### config.mk
export PLATFORM = sky130hd
export DESIGN_NAME = cmd_decoder
export DESIGN_NICKNAME = d
export VERILOG_FILES = /design/src/hdl/fb_geometry_pkg.sv /design/src/hdl/cmd_protocol_pkg.sv /design/src/hdl/cmd_decoder.sv
export SDC_FILE = /design/constraint.sdc
export NUM_CORES = 1
export LEC_CHECK = 0
export BUFFER_PORTS_ARGS = -buffer_cell sky130_fd_sc_hd__buf_4
export CAP_MARGIN = 5
export CORE_AREA = 2 2 39 41
export DETAILED_ROUTE_END_ITERATION = 10
export DIE_AREA = 0 0 41 43
export GPL_ROUTABILITY_DRIVEN = 0
export PLACE_DENSITY_LB_ADDON = 0.08
export SLEW_MARGIN = 10
export SYNTH_ARGS = -nofsm -noshare
export SYNTH_HDL_FRONTEND = slang
export SYNTH_SLANG_ARGS = --single-unit
### constraint.sdc
create_clock -name clk -period 1.5 [get_ports clk]
set_input_delay 0.45 -clock clk [delete_from_list [all_inputs] [get_ports clk]]
set_output_delay 0.45 -clock clk [all_outputs]
set_load 0.05 [all_outputs]
### src/hdl/fb_geometry_pkg.sv
/* Framebuffer geometry and address types. Row and column are truncated to these widths,
   with no check against the panel size */
`default_nettype none

package fb_geometry_pkg;

    localparam int BYTES_PER_PIXEL = 3;        // Colour bytes per pixel
    localparam int COL_FIELD_BYTES = 2;        // Column bytes on the wire

    typedef logic [3:0]  row_addr_t;           // Low part of the row byte
    typedef logic [8:0]  col_addr_t;
    typedef logic [15:0] col_field_t;          // Column as received, upper bits ignored
    typedef logic [1:0]  color_index_t;        // Byte within a pixel
    typedef logic [7:0]  pixel_byte_t;         // Pixel or command byte

    // RAM byte address, row in the top bits
    typedef struct packed {
        row_addr_t    row;
        col_addr_t    col;
        color_index_t pixel;
    } fb_addr_t;

endpackage

`default_nettype wire

### src/hdl/cmd_protocol_pkg.sv
/* Command protocol definitions. Opcodes other than the two listed are rejected
   by the decoder */
`default_nettype none

package cmd_protocol_pkg;

    typedef enum logic [7:0] {
        OP_WRITE_PIXEL = 8'h01,
        OP_READ_PIXEL  = 8'h02
    } cmd_opcode_t;

    // Which handler owns the byte stream
    typedef enum logic [1:0] {
        IDLE,
        WRITE_ACTIVE,
        READ_ACTIVE
    } handler_sel_t;

    // Framebuffer access request, one access per change of start
    typedef struct packed {
        fb_geometry_pkg::fb_addr_t    addr;
        fb_geometry_pkg::pixel_byte_t data;
        logic                         start;   // Toggle level
    } fb_req_t;

endpackage

`default_nettype wire

### src/hdl/cmd_decoder.sv
/* Opcode decoder and byte router. No back-pressure, so the host must wait for
   cmd_done before the next opcode */
`default_nettype none

module cmd_decoder (
    input  wire logic                         clk,
    input  wire logic                         reset,
    input  wire logic                         byte_valid,
    input  wire fb_geometry_pkg::pixel_byte_t byte_in,
    input  wire logic                         wr_done,
    input  wire logic                         rd_done,
    output logic                              wr_enable,
    output logic                              rd_enable,
    output logic                              busy,
    output logic                              cmd_done,
    output logic                              cmd_error
);

    cmd_protocol_pkg::handler_sel_t state;
    cmd_protocol_pkg::cmd_opcode_t  opcode;

    assign opcode = cmd_protocol_pkg::cmd_opcode_t'(byte_in);

    // Steer strobes to the owning handler, none once it reports done
    assign wr_enable = byte_valid && (state == cmd_protocol_pkg::WRITE_ACTIVE) && !wr_done;
    assign rd_enable = byte_valid && (state == cmd_protocol_pkg::READ_ACTIVE) && !rd_done;

    assign busy = (state != cmd_protocol_pkg::IDLE);

    always_ff @(posedge clk) begin
        if (reset) begin
            state     <= cmd_protocol_pkg::IDLE;
            cmd_done  <= 1'b0;
            cmd_error <= 1'b0;
        end else begin
            cmd_done  <= 1'b0;                  // Both are single-cycle pulses
            cmd_error <= 1'b0;
            case (state)
                cmd_protocol_pkg::IDLE: begin
                    if (byte_valid) begin
                        case (opcode)
                            cmd_protocol_pkg::OP_WRITE_PIXEL:
                                state <= cmd_protocol_pkg::WRITE_ACTIVE;
                            cmd_protocol_pkg::OP_READ_PIXEL:
                                state <= cmd_protocol_pkg::READ_ACTIVE;
                            default:
                                cmd_error <= 1'b1;  // Stay idle
                        endcase
                    end
                end
                cmd_protocol_pkg::WRITE_ACTIVE: begin
                    if (wr_done) begin
                        state    <= cmd_protocol_pkg::IDLE;
                        cmd_done <= 1'b1;
                    end
                end
                cmd_protocol_pkg::READ_ACTIVE: begin
                    if (rd_done) begin
                        state    <= cmd_protocol_pkg::IDLE;
                        cmd_done <= 1'b1;
                    end
                end
                default: state <= cmd_protocol_pkg::IDLE;
            endcase
        end
    end

endmodule

`default_nettype wire

* Word level (Yosys, flattened, before mapping)
Cells that the tools add are included.
** Word-level totals
- Bits of input ports :: 13
- Register bits after elaboration :: 4
** Operators by class
- Equality and inequality tests :: 8
- Reductions and logical operators :: 11
- Mux-type cells :: 9
- Bitwise gates (word level) :: 2
** Operators by type and width (number)
- 8-bit by 1-bit == test with 1-bit output, second input constant :: 1
- 8-bit by 2-bit == test with 1-bit output, second input constant :: 1
- 2-bit two-way mux :: 3
- 2-bit inequality test, second input constant :: 3
- 2-bit case mux with 3 select lines :: 1
- 1-bit logical AND :: 4
- 2-bit case mux with 2 select lines :: 1
- 4-bit AND reduction :: 1
- 1-bit two-way mux :: 3
- 3-bit by 1-bit inequality test with 1-bit output, second input constant :: 1
- 3-bit OR reduction :: 1
- 2-bit by 1-bit == test with 1-bit output, second input constant :: 1
- 2-bit == test, second input constant :: 1
- 1-bit logical NOT :: 2
- 2-bit logical NOT :: 1
- 1-bit NOT :: 2
- 1-bit case mux with 2 select lines :: 1
- 2-bit nonzero test :: 1
- 2-bit OR reduction :: 1

* Longest topological paths before layout
Gate-level depths: netlist of run 1.
- Depth in word-level cells :: 4
- Mapped depth :: 6
- Gate-level depth less buffers :: 6

* Worst setup path after synthesis of run 1
Ideal clock, no wire load.
- Kind :: reg2out
- Start :: register state[0]
- End :: output port rd_enable
- Data required time :: 1050 ps
- Setup slack :: -627 ps
- Arrival time :: 1677 ps
- Stages on the path, launching flop included :: 5
- Path through :: dfxtp_1 -> inv_1 -> ha_1 -> inv_1 -> nor3_1
** On the way
- Cells in the longest elaborated chain, start to end :: 3
** Ends and longest elaborated chain
- start: declaration :: line cmd_decoder.sv:19 : cmd_protocol_pkg::handler_sel_t state;
- start signal: assignment :: line cmd_decoder.sv:32 : state <= cmd_protocol_pkg::IDLE;
- start signal: assignment :: line cmd_decoder.sv:43 : state <= cmd_protocol_pkg::WRITE_ACTIVE;
- start signal: assignment :: line cmd_decoder.sv:45 : state <= cmd_protocol_pkg::READ_ACTIVE;
- 2-bit == test :: line cmd_decoder.sv:26 : assign rd_enable = byte_valid && (state == cmd_protocol_pkg::READ_ACTIVE) && !rd_done;
- 1-bit logical AND (2 in a row) :: line cmd_decoder.sv:26
- end: declaration :: line cmd_decoder.sv:13 : output logic rd_enable,
Every way passes these cells.

* Worst setup path after layout of run 1
Same ends and word-level chain as after synthesis.

==> out/results.tsv, run 1 <==
stage	metric	value	unit
outcome	outcome	complete, but fails checks	
outcome	violations	negative setup slack	
floorplanning	initial_core_util	21.34	%
power	peakVddDrop	0.0002615	V
setup_path	critPathArrivalTime	1.16	ns
floorplanning	rows	14	
power	intPower	0.2280	mW
power	pwr-share-seq	35.2	%
synth	synth-seq-cells	4	
floorplanning	die_h	43	um
synth	synth_top_area_share	27.12	%
timing	fin_crit_sh	107.5	%
grt	grt_max_degree	5	
cts	tritoncts	built	
synth	ys_warn_count	0	
layout	layout.nets	76	
min_path	hold_path.class	input port to flop	
setup_path	path_buf_inv	3	
setup_path	cpLargestDelayFamily	flip-flops	
setup_path	crit_required	1.05	ns
timing	slew_headroom	73.57	%
synth	synth_cell_types	22	
setup_path	start_kind	flop	
cts	htree_levels	1	
cts	cts_buffers	3	
timing	fin_setup_tns	-0.2573	ns
floorplanning	die-width	41	um
setup_path	end_kind	output port	
setup_path	worst_path_max_delay_cell	dfxtp_4	
routing	drtIter0Drc	4	
power	p_per_area	519.3	nW/um2
layout	drive_above_1_share	67.24	%
timing	clock_skew	0.004607	ns
timing	slew_viol_final	0	
timing	period_minus_slack	1.613	ns
timing	final-setup-viol-count	3	
power	power.leakage	0.2312	nW
synth	syn_area_per_cell	8.685	um2
floorplanning	ios	18	
power	combPwrFrac	21.1	%
timing	worst_pin_slew	0.3909	ns
cts	cts_buffer_depth	2	
timing	hold_slack	0.4091	ns
setup_path	path_cells	inv_4 -> ha_4 -> inv_2 -> nor3_4 -> buf_6	
power	switching_share	24.37	%
synth	syn-num-nets	50	
synth	synthTopCellsByArea	dfxtp_1, ha_1, nor4_4, inv_1, nor2_1	
cts	root_buffer	clkbuf_4	
grt	antenna_found_initial	0	
placement	dp.final_hpwl	635.6	um
grt	grt_pass1_vias	353	
setup_path	slowest_delay	0.35	ns
grt	overflow	0	
routing	routed_wl	872	um
power	clock_power_share	43.7	%
routing	vias	359	
setup_path	crit_fanout	3	
routing	via_per_inst	4.851	
routing	drt_pass1_iterations	2	
routing	drcViolationCount	0	
power	power.net_switching	0.07348	mW
timing	rsz0062_at_grt	yes	
floorplanning	die_area	1763	um2
layout	antennaDiodeCount	0	
synth	synthCells	34	
synth	synth_top_area_cell	dfxtp_1	
setup_path	critPathKind	flop to output port	
floorplanning	core_area	1384	um2
placement	portBuffers	17	
timing	setup_slack	-0.1132	ns
layout	areaGrowthSynthToFinish	96.61	%
layout	fin_area	580.6	um2
synth	syn_area	295.3	um2
timing	max_freq	0.6199	GHz
synth	synth_seq_area_share	27.12	%
routing	routedWlPerCell	11.78	um
grt	track_usage	11.63	%
placement	placedInstanceArea	454.2	um2
cts	clkTransAtPathRegs	0.03	ns
grt	grt_pass1_wl	1386	um
cts	ctsHoldBuffers	0	
timing	timing_hold_violations_final	0	
cts	clock_latency	0.23	ns
routing	ant_nets	0	
cts	clock_sinks	4	
run	drv_cap	0	
==> layer usage <==
layer | GRT usage, % | up-vias | part of all wire [%]
met3 | 6.283 | 0 | 8.9
met2 | 18.75 | 15 | 57
met1 | 13.14 | 170 | 34
met5 | 0 | - | 0
li1 | - | 174 | -
met4 | 2.000 | 0 | 0
==> layout make-up <==
type                    count  area [um2]
fillers                   144       803.3
multi-input cells          25       250.2
repair buffers             21       172.7
flip-flops and latches      4       87.58
inverters                   5       27.53
clock buffers               3       22.52
well taps                  16       20.02
==> kinds of logic (layout without fill, tap and decap cells) <==
family,count (synthesis),in the layout,share of synthesized area (%)
compound gates,6,6,14.83
xor+xnor,1,1,2.967
fa+ha+maj,3,3,12.71
buf+inv,5,29,6.357
flops,4,4,27.12
simple gates,15,15,36.02
==> stage by stage <==
stage          total power [mW]  instances  util (%)  worst slack [ns]
6_report                 0.3015         74     41.95           -0.1132
5_1_grt                  0.3204         74     41.95           -0.1641
4_1_cts                  0.3077         74     41.23           -0.1312
3_5_place_dp             0.1702         67     32.82          0.003875
3_3_place_gp             0.1687         67     32.82           0.03348
2_1_floorplan            0.1318         34         -           -0.2131
==> registers in the layout, indices dropped and copies added (netlist names) <==
signal,flops
cmd_done,1
cmd_error,1
state,2
==> cells in the final DEF (no fill, tap or decap), types with 2 or more instances in the layout <==
master    netlist  routed
a21oi_1         2       2
dfxtp_1         4       2
buf_4           0      18
nor2_1          3       2
buf_6           0       2
ha_4            0       2
clkbuf_4        0       3
inv_4           0       2
dfxtp_4         0       2
==> synthesized netlist by cell type <==
cell      number
nor3_2         1
a21oi_1        2
nand3_1        1
o221a_2        1
a22oi_1        1
inv_1          5
nand4_1        1
ha_1           3
a31oi_1        1
nor3b_1        1
and3_1         1
o221ai_1       1
nand2b_1       1
dfxtp_1        4
nor4_1         1
nor4_4         1
nor3_1         1
nor2_1         3
nand4b_1       1
xor2_1         1
nor4b_1        1
nand2_1        1
==> path summary, 6_finish.rpt <==
kind,cells after the start,slack [ns],startpoint,end
setup / recovery,5,-0.11,state[0],rd_enable
hold / removal,2,0.41,reset,state[0]
setup reg to reg,7,0.02,state[1],state[0]
hold reg to reg,2,0.55,state[0],state[0]
==> worst register-to-register path, stage by stage, from the launching register on <==
cell and delay (ns):
dfxtp_4 0.35, inv_4 0.07, ha_2 0.22, clkinvlp_4 0.11
buf_4 0.15, o221a_2 0.24, a21oi_1 0.18, nor3_2 0.05
==> power groups by stage <==
stage               logic [mW]  registers, mW  clock network [mW]
CTS                     0.0628          0.106               0.139
finish                  0.0635          0.106               0.132
floorplan               0.0158          0.116                   0
global route            0.0681          0.106               0.146
global placement        0.0578          0.111                   0
detailed placement      0.0593          0.111                   0
==> timing repair <==
| action | CTS | global route |
|---|---|---|
| setup endpoints to repair | 3 | 5 |
| gates resized for setup | 19 | 2 |
| buffers inserted | 4 | 0 |
| pin swaps | 4 | 1 |
No activity file was read; power rests on OpenSTA's default activity.
==> run 2, diff against run 1 <==
--- a/config.mk
+++ b/config.mk
@@ -11,7 +11,8 @@
 export DETAILED_ROUTE_END_ITERATION = 10
 export DIE_AREA = 0 0 41 43
 export GPL_ROUTABILITY_DRIVEN = 0
-export PLACE_DENSITY_LB_ADDON = 0.08
+export PLACE_DENSITY = 0.58
+export SETUP_SLACK_MARGIN = 0.05
 export SLEW_MARGIN = 10
 export SYNTH_ARGS = -nofsm -noshare
 export SYNTH_HDL_FRONTEND = slang
==> constraint.sdc (replaced) <==
create_clock -name clk -period 2 [get_ports clk]
set_input_delay 0.6 -clock clk [delete_from_list [all_inputs] [get_ports clk]]
set_output_delay 0.6 -clock clk [all_outputs]
set_load 0.05 [all_outputs]
==> out/results.tsv, run 2 (synthesis gave the netlist of run 1 again) <==
stage	metric	value	unit
timing	worst_pin_slew	0.3924	ns
grt	grt_pass1_vias	284	
cts	clock_latency	0.22	ns
layout	final_common_cell	buf_4	
cts	post_cts_buffers	0	
timing	clock_skew	0.001105	ns
floorplanning	rows	14	
floorplanning	ios	18	
cts	clkTransAtPathRegs	0.03	ns
placement	dp.final_hpwl	617	um
grt	grt_pass1_wl	1041	um
setup_path	crit_top_cell	inv_1	
placement	portBuffers	17	
timing	slew_headroom	73.47	%
grt	track_usage	8.844	%
cts	htree_levels	1	
floorplanning	initial_core_util	21.34	%
outcome	outcome	completed	
cts	cts_buffers	3	
setup_path	start_kind	flop	
routing	routed_wl	671	um
power	power	0.2171	mW
grt	overflow	0	
timing	rsz0062_at_grt	no	
timing	max_freq	0.5389	GHz
cts	clock_sinks	4	
setup_path	path_cells	inv_1 -> ha_1 -> inv_1 -> nor3_2 -> buf_6	
layout	top_regs	state x2, cmd_done x1, cmd_error x1	
power	p_per_area	455.4	nW/um2
setup_path	end_kind	output port	
cts	cts_buffer_depth	2	
layout	regMostFlops	state	
routing	vias	326	
layout	n_fill_cell	163	
layout	drive_above_1_share	46.30	%
setup_path	critPathKind	flop to output port	
routing	drtIter0Drc	8	
layout	layout.nets	72	
layout	final_cell_mix	buf_4, inv_1, dfxtp_1, ha_1, clkbuf_4	
layout	largest_reg_flops	2	
floorplanning	die_area	1763	um2
setup_path	slowest_delay	0.32	ns
cts	root_buffer	clkbuf_4	
routing	ant_nets	0	
routing	via_per_inst	4.657	
timing	slew_viol_final	0	
timing	final-setup-viol-count	0	
setup_path	worst_path_max_delay_cell	dfxtp_1	
grt	antenna_found_initial	0	
timing	period_minus_slack	1.856	ns
routing	routedWlPerCell	9.586	um
floorplanning	core_area	1384	um2
setup_path	critPathArrivalTime	1.26	ns
layout	antennaDiodeCount	0	
floorplanning	die-width	41	um
cts	tritoncts	built	
layout	areaGrowthSynthToFinish	61.44	%
timing	fin_setup_tns	0	ns
power	power.leakage	0.2036	nW
routing	drt_pass1_iterations	4	
floorplanning	die_h	43	um
routing	drcViolationCount	0	
run	drv_cap	0	
setup_path	crit_required	1.40	ns
timing	fin_crit_sh	92.79	%
timing	timing_hold_violations_final	0	
grt	grt_max_degree	6	
min_path	hold_path.class	flop to flop	
power	peakVddDrop	0.0001763	V
setup_path	crit_fanout	3	
## run 2: cell count changes in the layout (fill, tap and decap cells not counted), sizes merged
cell      previous run  this run
inv                  4         5
buf                 21        17
clkinvlp             1         0
## run 2: path summary, 6_finish.rpt
path | from | endpoint | slack, ns | cells past startpoint
max | state[0] | rd_enable | 0.14 | 5
min | state[1] | state[1] | 0.51 | 2
max reg2reg | state[1] | state[1] | 0.63 | 6
min reg2reg | state[1] | state[1] | 0.51 | 2
## run 2: timing repair
item,in CTS,in global routing
resized for setup,0,1
endpoints found under the setup margin,0,1
hold buffers,0,0
endpoints found under the hold margin,0,0
## run 2: worst max-delay path, delay by kind of cell, from the launching register on
family        cells  cell delay (ns)
buf+inv           3             0.34
simple gates      1             0.20
flops             1             0.32
fa+ha+maj         1             0.17
## run 2: layer usage
| layer | track usage, % | share of wire, % | wire (um) |
|---|---|---|---|
| met1 | 11.29 | 39 | 260 |
| met2 | 12.81 | 56 | 376 |
| met3 | 3.141 | 5.1 | 34 |
| met4 | 4.000 | 0 | 0 |
| met5 | 0 | 0 | 0 |
## run 2: cell type report
cell class	count	area, um2	area share (%)
Multi-Input combinational cell	25	203.9	42.78
Tap cell	16	20.02	4.199
Clock buffer	3	22.52	4.724
Timing Repair Buffer	17	131.4	27.56
Sequential cell	4	80.08	16.80
Inverter	5	18.77	3.937
## run 2: stage by stage
| step | std cells | hold WS, ns | worst slack, ns | instance area (um2) | util (%) |
|---|---|---|---|---|---|
| floorplan | 34 | 0.4648 | 0.1343 | 302.8 | - |
| detailed placement | 67 | 0.5033 | 0.2090 | 450.4 | 32.55 |
| CTS | 70 | 0.5077 | 0.1136 | 473.0 | 34.18 |
| global placement | 67 | 0.5005 | 0.2354 | 450.4 | 32.55 |
| finish | 70 | 0.5073 | 0.1442 | 476.7 | 34.45 |
| global route | 70 | 0.5216 | 0.05827 | 476.7 | 34.45 |
## run 2: where the power goes
| part | switching [mW] | internal [mW] | leakage (nW) |
|---|---|---|---|
| sequential | 0.000413 | 0.0816 | 0.0325 |
| clock | 0.0251 | 0.0665 | 0.0138 |
| combinational | 0.0202 | 0.0232 | 0.157 |
| total | 0.0458 | 0.171 | 0.204 |
