`src/hdl/fb_geometry_pkg.sv`:
```
/* Framebuffer geometry and address types. Row and column are truncated to these widths,
   with no check against the panel size */
`default_nettype none

package fb_geometry_pkg;

    localparam int BYTES_PER_PIXEL = 3;        // Colour bytes per pixel
    localparam int COL_FIELD_BYTES = 2;        // Column bytes on the wire

    typedef logic [3:0]  row_addr_t;           // Low part of the row byte
    typedef logic [8:0]  col_addr_t;
    typedef logic [15:0] col_field_t;          // Column as received, upper bits ignored
    typedef logic [1:0]  color_index_t;        // Byte within a pixel
    typedef logic [7:0]  pixel_byte_t;         // Pixel or command byte

    // RAM byte address, row in the top bits
    typedef struct packed {
        row_addr_t    row;
        col_addr_t    col;
        color_index_t pixel;
    } fb_addr_t;

endpackage

`default_nettype wire

```
`src/hdl/cmd_protocol_pkg.sv`:
```
/* Command protocol definitions. Opcodes other than the two listed are rejected
   by the decoder */
`default_nettype none

package cmd_protocol_pkg;

    typedef enum logic [7:0] {
        OP_WRITE_PIXEL = 8'h01,
        OP_READ_PIXEL  = 8'h02
    } cmd_opcode_t;

    // Which handler owns the byte stream
    typedef enum logic [1:0] {
        IDLE,
        WRITE_ACTIVE,
        READ_ACTIVE
    } handler_sel_t;

    // Framebuffer access request, one access per change of start
    typedef struct packed {
        fb_geometry_pkg::fb_addr_t    addr;
        fb_geometry_pkg::pixel_byte_t data;
        logic                         start;   // Toggle level
    } fb_req_t;

endpackage

`default_nettype wire

```
`src/hdl/cmd_read_pixel.sv`:
```
/* Read pixel handler. After the last column byte it issues BYTES_PER_PIXEL reads on
   consecutive cycles and ignores strobes until done */
`default_nettype none

module cmd_read_pixel (
    input  wire logic                         clk,
    input  wire logic                         reset,
    input  wire logic                         enable,
    input  wire fb_geometry_pkg::pixel_byte_t data_in,
    output cmd_protocol_pkg::fb_req_t         req,
    output logic                              done
);

    localparam int COL_CNT_W = $clog2(fb_geometry_pkg::COL_FIELD_BYTES);

    typedef enum logic [1:0] {
        ROW_CAPTURE,
        COLUMN_CAPTURE,
        READ_ISSUE
    } rd_state_t;

    rd_state_t                     state;
    logic [COL_CNT_W-1:0]          col_byte_cnt;
    fb_geometry_pkg::col_field_t   col_field;
    fb_geometry_pkg::col_field_t   col_assembled;
    fb_geometry_pkg::color_index_t pix_cnt;
    fb_geometry_pkg::fb_addr_t     req_addr;
    logic                          req_start;
    logic                          col_last;

    always_comb begin
        col_assembled = col_field;
        col_assembled[int'(col_byte_cnt) * 8 +: 8] = data_in;
    end

    assign col_last = (col_byte_cnt == COL_CNT_W'(fb_geometry_pkg::COL_FIELD_BYTES - 1));

    assign req = '{addr: req_addr, data: '0, start: req_start};  // Reads carry no data

    always_ff @(posedge clk) begin
        if (reset) begin
            state        <= ROW_CAPTURE;
            col_byte_cnt <= '0;
            pix_cnt      <= '0;
            req_start    <= 1'b0;
            done         <= 1'b0;
        end else begin
            done <= 1'b0;
            case (state)
                ROW_CAPTURE: begin
                    if (enable) begin
                        col_byte_cnt <= '0;
                        state        <= COLUMN_CAPTURE;
                    end
                end
                COLUMN_CAPTURE: begin
                    if (enable) begin
                        if (col_last) begin
                            req_start <= ~req_start;    // First read, highest index
                            pix_cnt   <= fb_geometry_pkg::color_index_t'(
                                fb_geometry_pkg::BYTES_PER_PIXEL - 2);
                            state     <= READ_ISSUE;
                        end else begin
                            col_byte_cnt <= col_byte_cnt + 1'b1;
                        end
                    end
                end
                READ_ISSUE: begin
                    req_start <= ~req_start;            // Free-running, one per cycle
                    if (pix_cnt == '0) begin
                        done  <= 1'b1;                  // With the final request
                        state <= ROW_CAPTURE;
                    end else begin
                        pix_cnt <= pix_cnt - 1'b1;
                    end
                end
                default: state <= ROW_CAPTURE;
            endcase
        end
    end

    always_ff @(posedge clk) begin
        case (state)
            ROW_CAPTURE:
                if (enable) req_addr.row <= fb_geometry_pkg::row_addr_t'(data_in);
            COLUMN_CAPTURE: begin
                if (enable) begin
                    col_field      <= col_assembled;
                    req_addr.col   <= fb_geometry_pkg::col_addr_t'(col_assembled);
                    req_addr.pixel <= fb_geometry_pkg::color_index_t'(
                        fb_geometry_pkg::BYTES_PER_PIXEL - 1);
                end
            end
            READ_ISSUE:
                req_addr.pixel <= pix_cnt;
            default: req_addr.pixel <= pix_cnt;
        endcase
    end

endmodule

`default_nettype wire

```
`config.mk`:
```
export PLATFORM = sky130hd
export DESIGN_NAME = cmd_read_pixel
export DESIGN_NICKNAME = d
export VERILOG_FILES = /design/src/hdl/fb_geometry_pkg.sv /design/src/hdl/cmd_protocol_pkg.sv /design/src/hdl/cmd_read_pixel.sv
export SDC_FILE = /design/constraint.sdc
export NUM_CORES = 1
export LEC_CHECK = 0
export CORE_ASPECT_RATIO = 1.1
export CORE_MARGIN = 2
export CORE_UTILIZATION = 60
export DETAILED_ROUTE_END_ITERATION = 8
export DONT_BUFFER_PORTS = 1
export GPL_TIMING_DRIVEN = 0
export MAX_ROUTING_LAYER = met4
export PLACE_DENSITY = 0.79
export SYNTH_ARGS = -nofsm -noshare
export SYNTH_HDL_FRONTEND = slang
export SYNTH_SLANG_ARGS = --single-unit
```
`constraint.sdc`:
```
create_clock -name clk -period 3.7 [get_ports clk]
set_input_delay 0.37 -clock clk [delete_from_list [all_inputs] [get_ports clk]]
set_output_delay 0.37 -clock clk [all_outputs]
set_load 0.02 [all_outputs]
```
### Word level (Yosys, flattened, before mapping)

Index checks and enable logic that the tools add are counted.
Widths: inputs -> output; s select.

* add/subtract/negate cells: 3
* equality and inequality tests: 7
* shift-type cells: 2
* multiplexer cells: 20
* bitwise operators: 3
* reduce and logical (&&, ||, !) cells: 12

Operator list (number)
* $neg 4->33: 1
* $shift 8x33->16 const A: 1
* $shiftx 8x33->16: 1
* $bwmux 16: 1
* $mux 2: 8
* $ne 2x2->1 const B: 5
* $pmux 2 s2: 2
* $reduce_and 4->1: 2
* $mux 1: 6
* $pmux 2 s3: 1
* $reduce_and 2->1: 3
* $reduce_and 3->1: 2
* $logic_not 2->1: 2
* $pmux 1 s2: 2
* $reduce_bool 2->1: 2
* $not 1->1: 3
* $eq 2x1->1 const B: 1
* $eq 2x2->1 const B: 1
* $reduce_or 2->1: 1
* $sub 2x1->2 const B: 1
* $add 1x1->1 const B: 1

* register bits after elaboration: 38
* input port bits: 11
* output and inout bits: 25
* logic and storage cells: 56

### Logic depth before layout (Yosys ltp)

Gate-level depths: netlist of the first run.

* depth in word-level cells: 4
* gate-level depth with buffers: 5

### Worst setup path after synthesis of the first run

No wires, ideal clock.

* path kind: register to register
* start: reg, netlist name col_byte_cnt
* end: reg col_field[0], enable pin
* setup time: 0.383 ns
* data arrival time: 1.159 ns
* required time: 3.317 ns
* setup slack: 2.158 ns
* stages on the path, launching flop included: 3
* path buffers: 1
* cell sequence: dfxtp_1 clkbuf_1 nor3_1

RTL lines
* to (signal assigned): line cmd_read_pixel.sv:88 `col_field <= col_assembled;`
* to (decl): line cmd_read_pixel.sv:24 `fb_geometry_pkg::col_field_t col_field;`

==> results by group, run 1 <==
Final layout
  • Area growth from synthesis to layout: 8.80%
  • Fin nets: 98
  • Layout cells sized above 1: 0.212
  • ANT cells: 0
  • Fin util: 0.720
  • Final instance area: 1020 um2

Logic synthesis
  • Mean post-synth cell area: about 13 um2
  • Syn Std Cell Area: 938 um2
  • Post-synth cell types: 26
  • Synth warn: 0
  • Yosys top cell area share: 0.480
  • Synth Register Bits: 22
  • Sequential fraction of the synthesis area: 0.629
  • Post-synth ARST share: 0
  • Top-count cell post-synth: edfxtp_1
  • Synthesized instance count: 74
  • Synth Flop Type: edfxtp_1
  • Commonest cells post-synth: edfxtp_1 (15), buf_4 (9), nor2b_1 (9)
  • Top cells by area, synth: edfxtp_1 (48%), dfxtp_1 (15%), buf_4 (7.2%)
  • Area leader, netlist: edfxtp_1
  • Number of synthesized flops with an enable pin: 15

Timing
  • Unrepaired setup endpoints after global routing: false
  • FMAX: approximately 540 MHz
  • Worst Tran Pin Value: 1050 ps
  • TNS Setup: 0 ps
  • Final period utilization: 0.503
  • Clock skew: between 1 and 1.5 ps
  • Rel. slew slack: 0.297
  • Final setup viols: 0
  • Final slew viol count: 0
  • Post-layout min period: 1860 ps
  • Final hold viol count: 0

Setup path
  • Crit path cell chain: clkbuf_1, nor3_1
  • Slowest cell on the critical path: nor3_1
  • RR Startpoint: col_byte_cnt
  • Worst Setup Path Type: flip-flop to flip-flop
  • Critical path's largest stage delay: 900 ps
  • CP required: 3640 ps
  • Crit path max fanout: 10
  • CP Launch Type: flip-flop
  • R2R setup slack: roughly 1800 ps
  • Arr. time, crit path: roughly 1800 ps
  • Path depth of the worst reg2reg path: 2
  • Nature of the critical path endpoint: flip-flop
  • Worst reg2reg path endpoint: col_field[6]

Global route
  • GRT Overall Usage: 0.169
  • Global route overflow: 0
  • Largest net degree at the start of global routing: 13
  • Number of global-route vias before repair: 527
  • Global-route wire length before repair: ~2300 um
  • Initial antenna violation count: 0

Floorplanning
  • Ports: 36
  • Die width: 41.7 um
  • DIE HEIGHT: between 40 and 50 um
  • Rows: 14
  • Die Area: between 1500 and 2000 um2
  • Initial Utilization: 0.661
  • Core Area: ~1400 um2

Pwr
  • Cell Pwr Density: 443 nW/um2
  • LEAKAGE: 0.422 nW
  • Max VDD drop: ~0.29 mV

Worst hold path
  • Hold Path Class: primary input to flip-flop
  • Hold path cells: 0
  • HP Start: data_in[2]
  • Endpoint, Worst Hold: req[22]

Route
  • Vias: about 550
  • DR iter-0 viols: 10
  • DRT Wirelength: between 1000 and 1500 um
  • Detail Route Antenna Nets: 0
  • Routed WL per cell: approximately 14 um
  • Drt pass-1 iters: 4
  • Vias per cell: approximately 5.5
  • DRC: 0

CTS
  • Clk_lat worst skew: roughly 300 ps
  • Setup Buffers After CTS: 0
  • Clock H-tree levels: 1
  • Post-CTS sizing: 0
  • Clock Tree Buf Depth: 2
  • CTS Sinks: 22
  • Clock root buffer master: clkbuf_4
  • CTS buffer count: 3
  • CTS hold repair buffers: 0
  • Clock-pin slew on the worst setup and hold paths: 120 ps
  • CTS tree: yes

Placed design
  • Gp weighted congestion: between 0.8 and 0.9
  • Port bufs: 0
  • DP HPWL: roughly 1100 um
  • Placed Instance Area: a little under 1000 um2

Run
  • Max cap viols: 0

Run status
  • Status: complete, no violations
-- registers in the layout, indices dropped and copies added (netlist names) --
name	cells
col_byte_cnt	1
col_field	9
pix_cnt	2
done	1
state	2
req	6
req_start	1
-- worst max-delay path, delay by kind of cell (launching register included) --
| kind | cells | cell delay, ps |
|---|---|---|
| buf+inv | 1 | 240 |
| flops | 1 | 350 |
| simple gates | 1 | 900 |
-- cells by family (layout without fill, tap and decap cells) --
family                     after synthesis  after routing  share of synthesized area
buffers and inverters                   14             18                      0.100
DFF                                     22             22                      0.629
and+or+nand+nor                         28             28                      0.180
adders and majority gates                1              1                     0.0133
AOI/OAI and AO/OA                        8              8                     0.0733
other                                    1              8                    0.00400
-- through the flow --
stage	instances	total power [mW]	setup WS, ps	hold WS [ps]
2_1_floorplan	81	0.322	2160	456
5_1_grt	101	0.466	1700	139
3_5_place_dp	97	0.328	1850	469
3_3_place_gp	97	0.325	1890	469
6_report	101	0.452	1840	154
4_1_cts	101	0.450	1830	156
-- power breakdown --
group	internal (mW)	switching, mW	total, mW
registers	0.274	0.0140	0.288
logic	0.0131	0.0208	0.0338
clock network	0.0600	0.0699	0.130
total	0.347	0.105	0.452
-- placed cells by master, fill, tap and decap left out --
cell type,n
o21a_1,1
nor3b_2,1
edfxtp_1,15
a21oi_1,1
nor3_1,2
conb_1,8
nand2b_1,3
clkbuf_8,1
dfxtp_1,7
and3b_1,1
a31oi_1,1
o211ai_2,1
nor3_2,1
inv_1,2
nor2b_1,9
and4b_1,1
o21ai_0,1
clkbuf_1,2
a21o_1,1
buf_4,9
o41ai_2,1
ha_1,1
nor2_1,6
a2bb2oi_1,1
clkbuf_4,3
and2_1,2
nand2_1,2
buf_6,1
-- layout make-up --
type	instances	area [um2]
plain buffers	12	86.3
inverters	2	7.51
clock buffers	4	36.3
well taps	16	20.0
fillers	96	398
flip-flops and latches	22	591
multi-input cells	45	280
-- metal layers --
layer  GRT usage  routed length (um)
met5           -                   0
met2       0.309                 784
met3      0.0595                 121
met4      0.0903                   9
met1       0.157                 546
-- worst max path at each step --
stage                       from      endpoint  slack, ps  cells past startpoint
global route            state[0]  col_field[6]       1700                      2
CTS                 col_byte_cnt  col_field[1]       1830                      2
finish              col_byte_cnt  col_field[6]       1840                      2
global placement    col_byte_cnt  col_field[6]       1890                      2
floorplan           col_byte_cnt  col_field[0]       2160                      2
detailed placement  col_byte_cnt  col_field[1]       1850                      2
No activity file was read; power rests on OpenSTA's default activity.
==> run 2: changes to the inputs <==
--- a/config.mk
+++ b/config.mk
@@ -5,14 +5,15 @@
 export SDC_FILE = /design/constraint.sdc
 export NUM_CORES = 1
 export LEC_CHECK = 0
+export ABC_AREA = 1
 export CORE_ASPECT_RATIO = 1.1
 export CORE_MARGIN = 2
-export CORE_UTILIZATION = 60
+export CORE_UTILIZATION = 59
 export DETAILED_ROUTE_END_ITERATION = 8
 export DONT_BUFFER_PORTS = 1
 export GPL_TIMING_DRIVEN = 0
 export MAX_ROUTING_LAYER = met4
-export PLACE_DENSITY = 0.79
+export PLACE_DENSITY = 0.78
 export SYNTH_ARGS = -nofsm -noshare
 export SYNTH_HDL_FRONTEND = slang
 export SYNTH_SLANG_ARGS = --single-unit
==> constraint.sdc (replaced) <==
create_clock -name clk -period 1.85 [get_ports clk]
set_input_delay 0.185 -clock clk [delete_from_list [all_inputs] [get_ports clk]]
set_output_delay 0.185 -clock clk [all_outputs]
set_load 0.02 [all_outputs]
==> run 2 against run 1 <==
Net effect:
- hold slack got worse by 110 ps
- synthesized cell count rose by 27%
- final cell count rose by 26%
- critical path type unchanged
==> results by group, run 2 <==
Timing
  • Final setup viols: 0 (unchanged)
  • TNS Setup: 0 ps (unchanged)
  • PnR worst setup slack: 425 ps (was 1840 ps)
  • Clock skew: 3.62 ps (was 1.18 ps)
  • Worst Tran Pin Value: 601 ps (was 1050 ps)
  • Rel. slew slack: 0.597 (was 0.297)
  • Final hold viol count: 0 (unchanged)
  • Post-layout min period: 1420 ps (was 1860 ps)
  • FMAX: 702 MHz (was 537 MHz)
  • Final period utilization: 0.770 (was 0.503)
  • Final slew viol count: 0 (unchanged)
  • Unrepaired setup endpoints after global routing: false (unchanged)

Global route
  • Largest net degree at the start of global routing: 14 (was 13)
  • Global route overflow: 0 (unchanged)
  • GRT Overall Usage: 0.172 (was 0.169)
  • Number of global-route vias before repair: 507 (was 527)
  • Global-route wire length before repair: 2210 um (was 2290 um)
  • Initial antenna violation count: 0 (unchanged)

Logic synthesis
  • Synthesized instance count: 94 (was 74)
  • Top-count cell post-synth: inv_1 (was edfxtp_1)
  • Post-synth ARST share: 0 (unchanged)
  • Top cells by area, synth: edfxtp_1 (49%), dfxtp_1 (15%), inv_1 (7.7%) (was edfxtp_1 (48%), dfxtp_1 (15%), buf_4 (7.2%))
  • Post-synth cell types: 15 (was 26)
  • Area leader, netlist: edfxtp_1 (unchanged)
  • Synth Register Bits: 22 (unchanged)
  • Syn Std Cell Area: 925 um2 (was 938 um2)
  • Synth warn: 0 (unchanged)
  • Commonest cells post-synth: inv_1 (19), nor2_1 (16), edfxtp_1 (15) (was edfxtp_1 (15), buf_4 (9), nor2b_1 (9))
  • Yosys top cell area share: 0.487 (was 0.480)
  • Sequential fraction of the synthesis area: 0.639 (was 0.629)
  • Mean post-synth cell area: 9.84 um2 (was 12.7 um2)
  • Number of synthesized flops with an enable pin: 15 (unchanged)
  • Synth Flop Type: edfxtp_1 (unchanged)

CTS
  • CTS tree: yes (unchanged)
  • Setup Buffers After CTS: 0 (unchanged)
  • CTS Sinks: 22 (unchanged)
  • CTS buffer count: 3 (unchanged)
  • Clock Tree Buf Depth: 2 (unchanged)
  • Clock-pin slew on the worst setup and hold paths: 120 ps (about the same)
  • Clock H-tree levels: 1 (unchanged)
  • Clk_lat worst skew: 310 ps (was 300 ps)
  • Clock root buffer master: clkbuf_4 (unchanged)

Final layout
  • Area growth from synthesis to layout: 16.8% (was 8.80%)
  • Register area: 591 um2 (unchanged)
  • Max reg flops: 9 (unchanged)
  • Fillers: 102 (was 96)
  • Commonest non-fill, non-tap cell in the layout: inv_1 (was edfxtp_1)
  • Multi-input gate area: 221 um2 (was 280 um2)
  • Layout cells sized above 1: 0.155 (was 0.212)
  • Largest Register: col_field (unchanged)
  • ANT cells: 0 (unchanged)
  • Fin nets: 123 (was 98)
  • Fin util: 0.710 (was 0.720)
  • Most frequent cells in the layout: inv_1 (19), nor2_1 (16), edfxtp_1 (15), nand2_1 (11), buf_4 (9) (was edfxtp_1 (15), nor2b_1 (9), buf_4 (9), conb_1 (8), dfxtp_1 (7))

Setup path
  • Nature of the critical path endpoint: flip-flop (unchanged)
  • Path depth of the worst reg2reg path: 2 (unchanged)
  • Slowest cell on the critical path: nor3_2 (was nor3_1)
  • CP required: 1810 ps (was 3640 ps)
  • Worst reg2reg path endpoint: col_field[1] (was col_field[6])
  • Worst Setup Path Type: flip-flop to flip-flop (unchanged)
  • RR Startpoint: col_byte_cnt (unchanged)
  • Critical path's largest stage delay: 540 ps (was 900 ps)
  • Crit path max fanout: 10 (unchanged)
  • CP Launch Type: flip-flop (unchanged)
  • Arr. time, crit path: 1380 ps (was 1800 ps)
  • Crit path cell chain: buf_2, nor3_2 (was clkbuf_1, nor3_1)
  • R2R setup slack: 430 ps (was 1840 ps)

Route
  • DR iter-0 viols: 9 (was 10)
  • Drt pass-1 iters: 4 (unchanged)
  • Detail Route Antenna Nets: 0 (unchanged)
  • DRT Wirelength: 1490 um (was 1460 um)
  • Vias per cell: 4.76 (was 5.46)
  • DRC: 0 (unchanged)
  • Routed WL per cell: 11.7 um (was 14.5 um)
  • Vias: 604 (was 551)

Worst hold path
  • HP Start: data_in[0] (was data_in[2])
  • Hold Path Class: primary input to flip-flop (unchanged)
  • Hold path cells: 2 (was 0)
  • Endpoint, Worst Hold: col_field[8] (was req[22])

Floorplanning
  • DIE HEIGHT: 45.5 um (about the same)
  • Die width: 41.7 um (about the same)
  • Core Area: 1520 um2 (was 1420 um2)
  • Ports: 36 (unchanged)
  • Initial Utilization: 0.608 (was 0.661)
  • Rows: 15 (was 14)
  • Die Area: 1900 um2 (about the same)

Pwr
  • Cell Pwr Density: 964 nW/um2 (was 443 nW/um2)
  • Tot Pwr: 1.04 mW (was 0.452 mW)
  • LEAKAGE: 0.533 nW (was 0.422 nW)
  • Max VDD drop: 0.850 mV (was 0.291 mV)

Placed design
  • Port bufs: 0 (unchanged)
  • Pre-CTS setup slack: 101 ps (was 1850 ps)
  • DP HPWL: 1080 um (was 1120 um)
  • Gp weighted congestion: 0.906 (was 0.804)

Run
  • Max cap viols: 0 (unchanged)

Run status
  • Status: complete, no violations (unchanged)
## run 2: worst max-delay path by stage
stage | slack (ps) | from | end
6_report | 430 | col_byte_cnt | col_field[1]
5_1_grt | 340 | col_byte_cnt | col_field[1]
4_1_cts | 90 | col_byte_cnt | col_field[1]
3_5_place_dp | 100 | col_byte_cnt | col_field[7]
3_3_place_gp | 170 | col_byte_cnt | col_field[5]
2_1_floorplan | 350 | col_byte_cnt | col_field[0]
## run 2: metrics by stage
step	std cells	hold WS, ps	instance area (um2)
global placement	118	256	972
floorplan	101	254	951
detailed placement	118	258	972
CTS	127	35.7	1070
finish	127	40.1	1080
global route	127	38.6	1080
## run 2: critical path, delay by kind of cell, from the launching register on
family / cells / cell delay [ps]
AND/OR/NAND/NOR: 1 / 540
buffers and inverters: 1 / 190
flip-flops: 1 / 350
## run 2: cells by family after synthesis
logic type | after synthesis | synth area share
compound gates | 7 | 0.0379
flops | 22 | 0.639
other cells | 1 | 0.00406
simple gates | 34 | 0.150
buf+inv | 29 | 0.156
fa+ha+maj | 1 | 0.0135
## run 2: layout make-up
class,instances,share of cell area
Sequential cell,22,0.547
Multi-Input combinational cell,50,0.205
Timing Repair Buffer,5,0.0463
Clock buffer,3,0.0209
Inverter,19,0.0660
Buffer,10,0.0672
Tap cell,17,0.0197
Clock inverter,1,0.0278
## run 2: report_power, final
| group | internal [mW] | switching (mW) | leakage, nW | total, mW |
|---|---|---|---|---|
| Clock | 0.219 | 0.141 | 0.0279 | 0.361 |
| Sequential | 0.553 | 0.0279 | 0.197 | 0.581 |
| Combinational | 0.0373 | 0.0613 | 0.308 | 0.0986 |
| Total | 0.810 | 0.231 | 0.533 | 1.04 |
## run 2: routing by layer
metal / share of wire / up-vias / GRT usage
met1: 0.40 / 262 / 0.177
met4: 0.036 / 0 / 0.142
met2: 0.49 / 30 / 0.269
met3: 0.082 / 7 / 0.0595
met5: 0 / - / -
li1: - / 305 / -
## run 2: what timing repair did
action | 4_1_cts | 5_1_grt
endpoints found under the setup margin | 0 | 8
hold buffers | 5 | 0
endpoints found under the hold margin | 7 | 0
resized for setup | 0 | 1
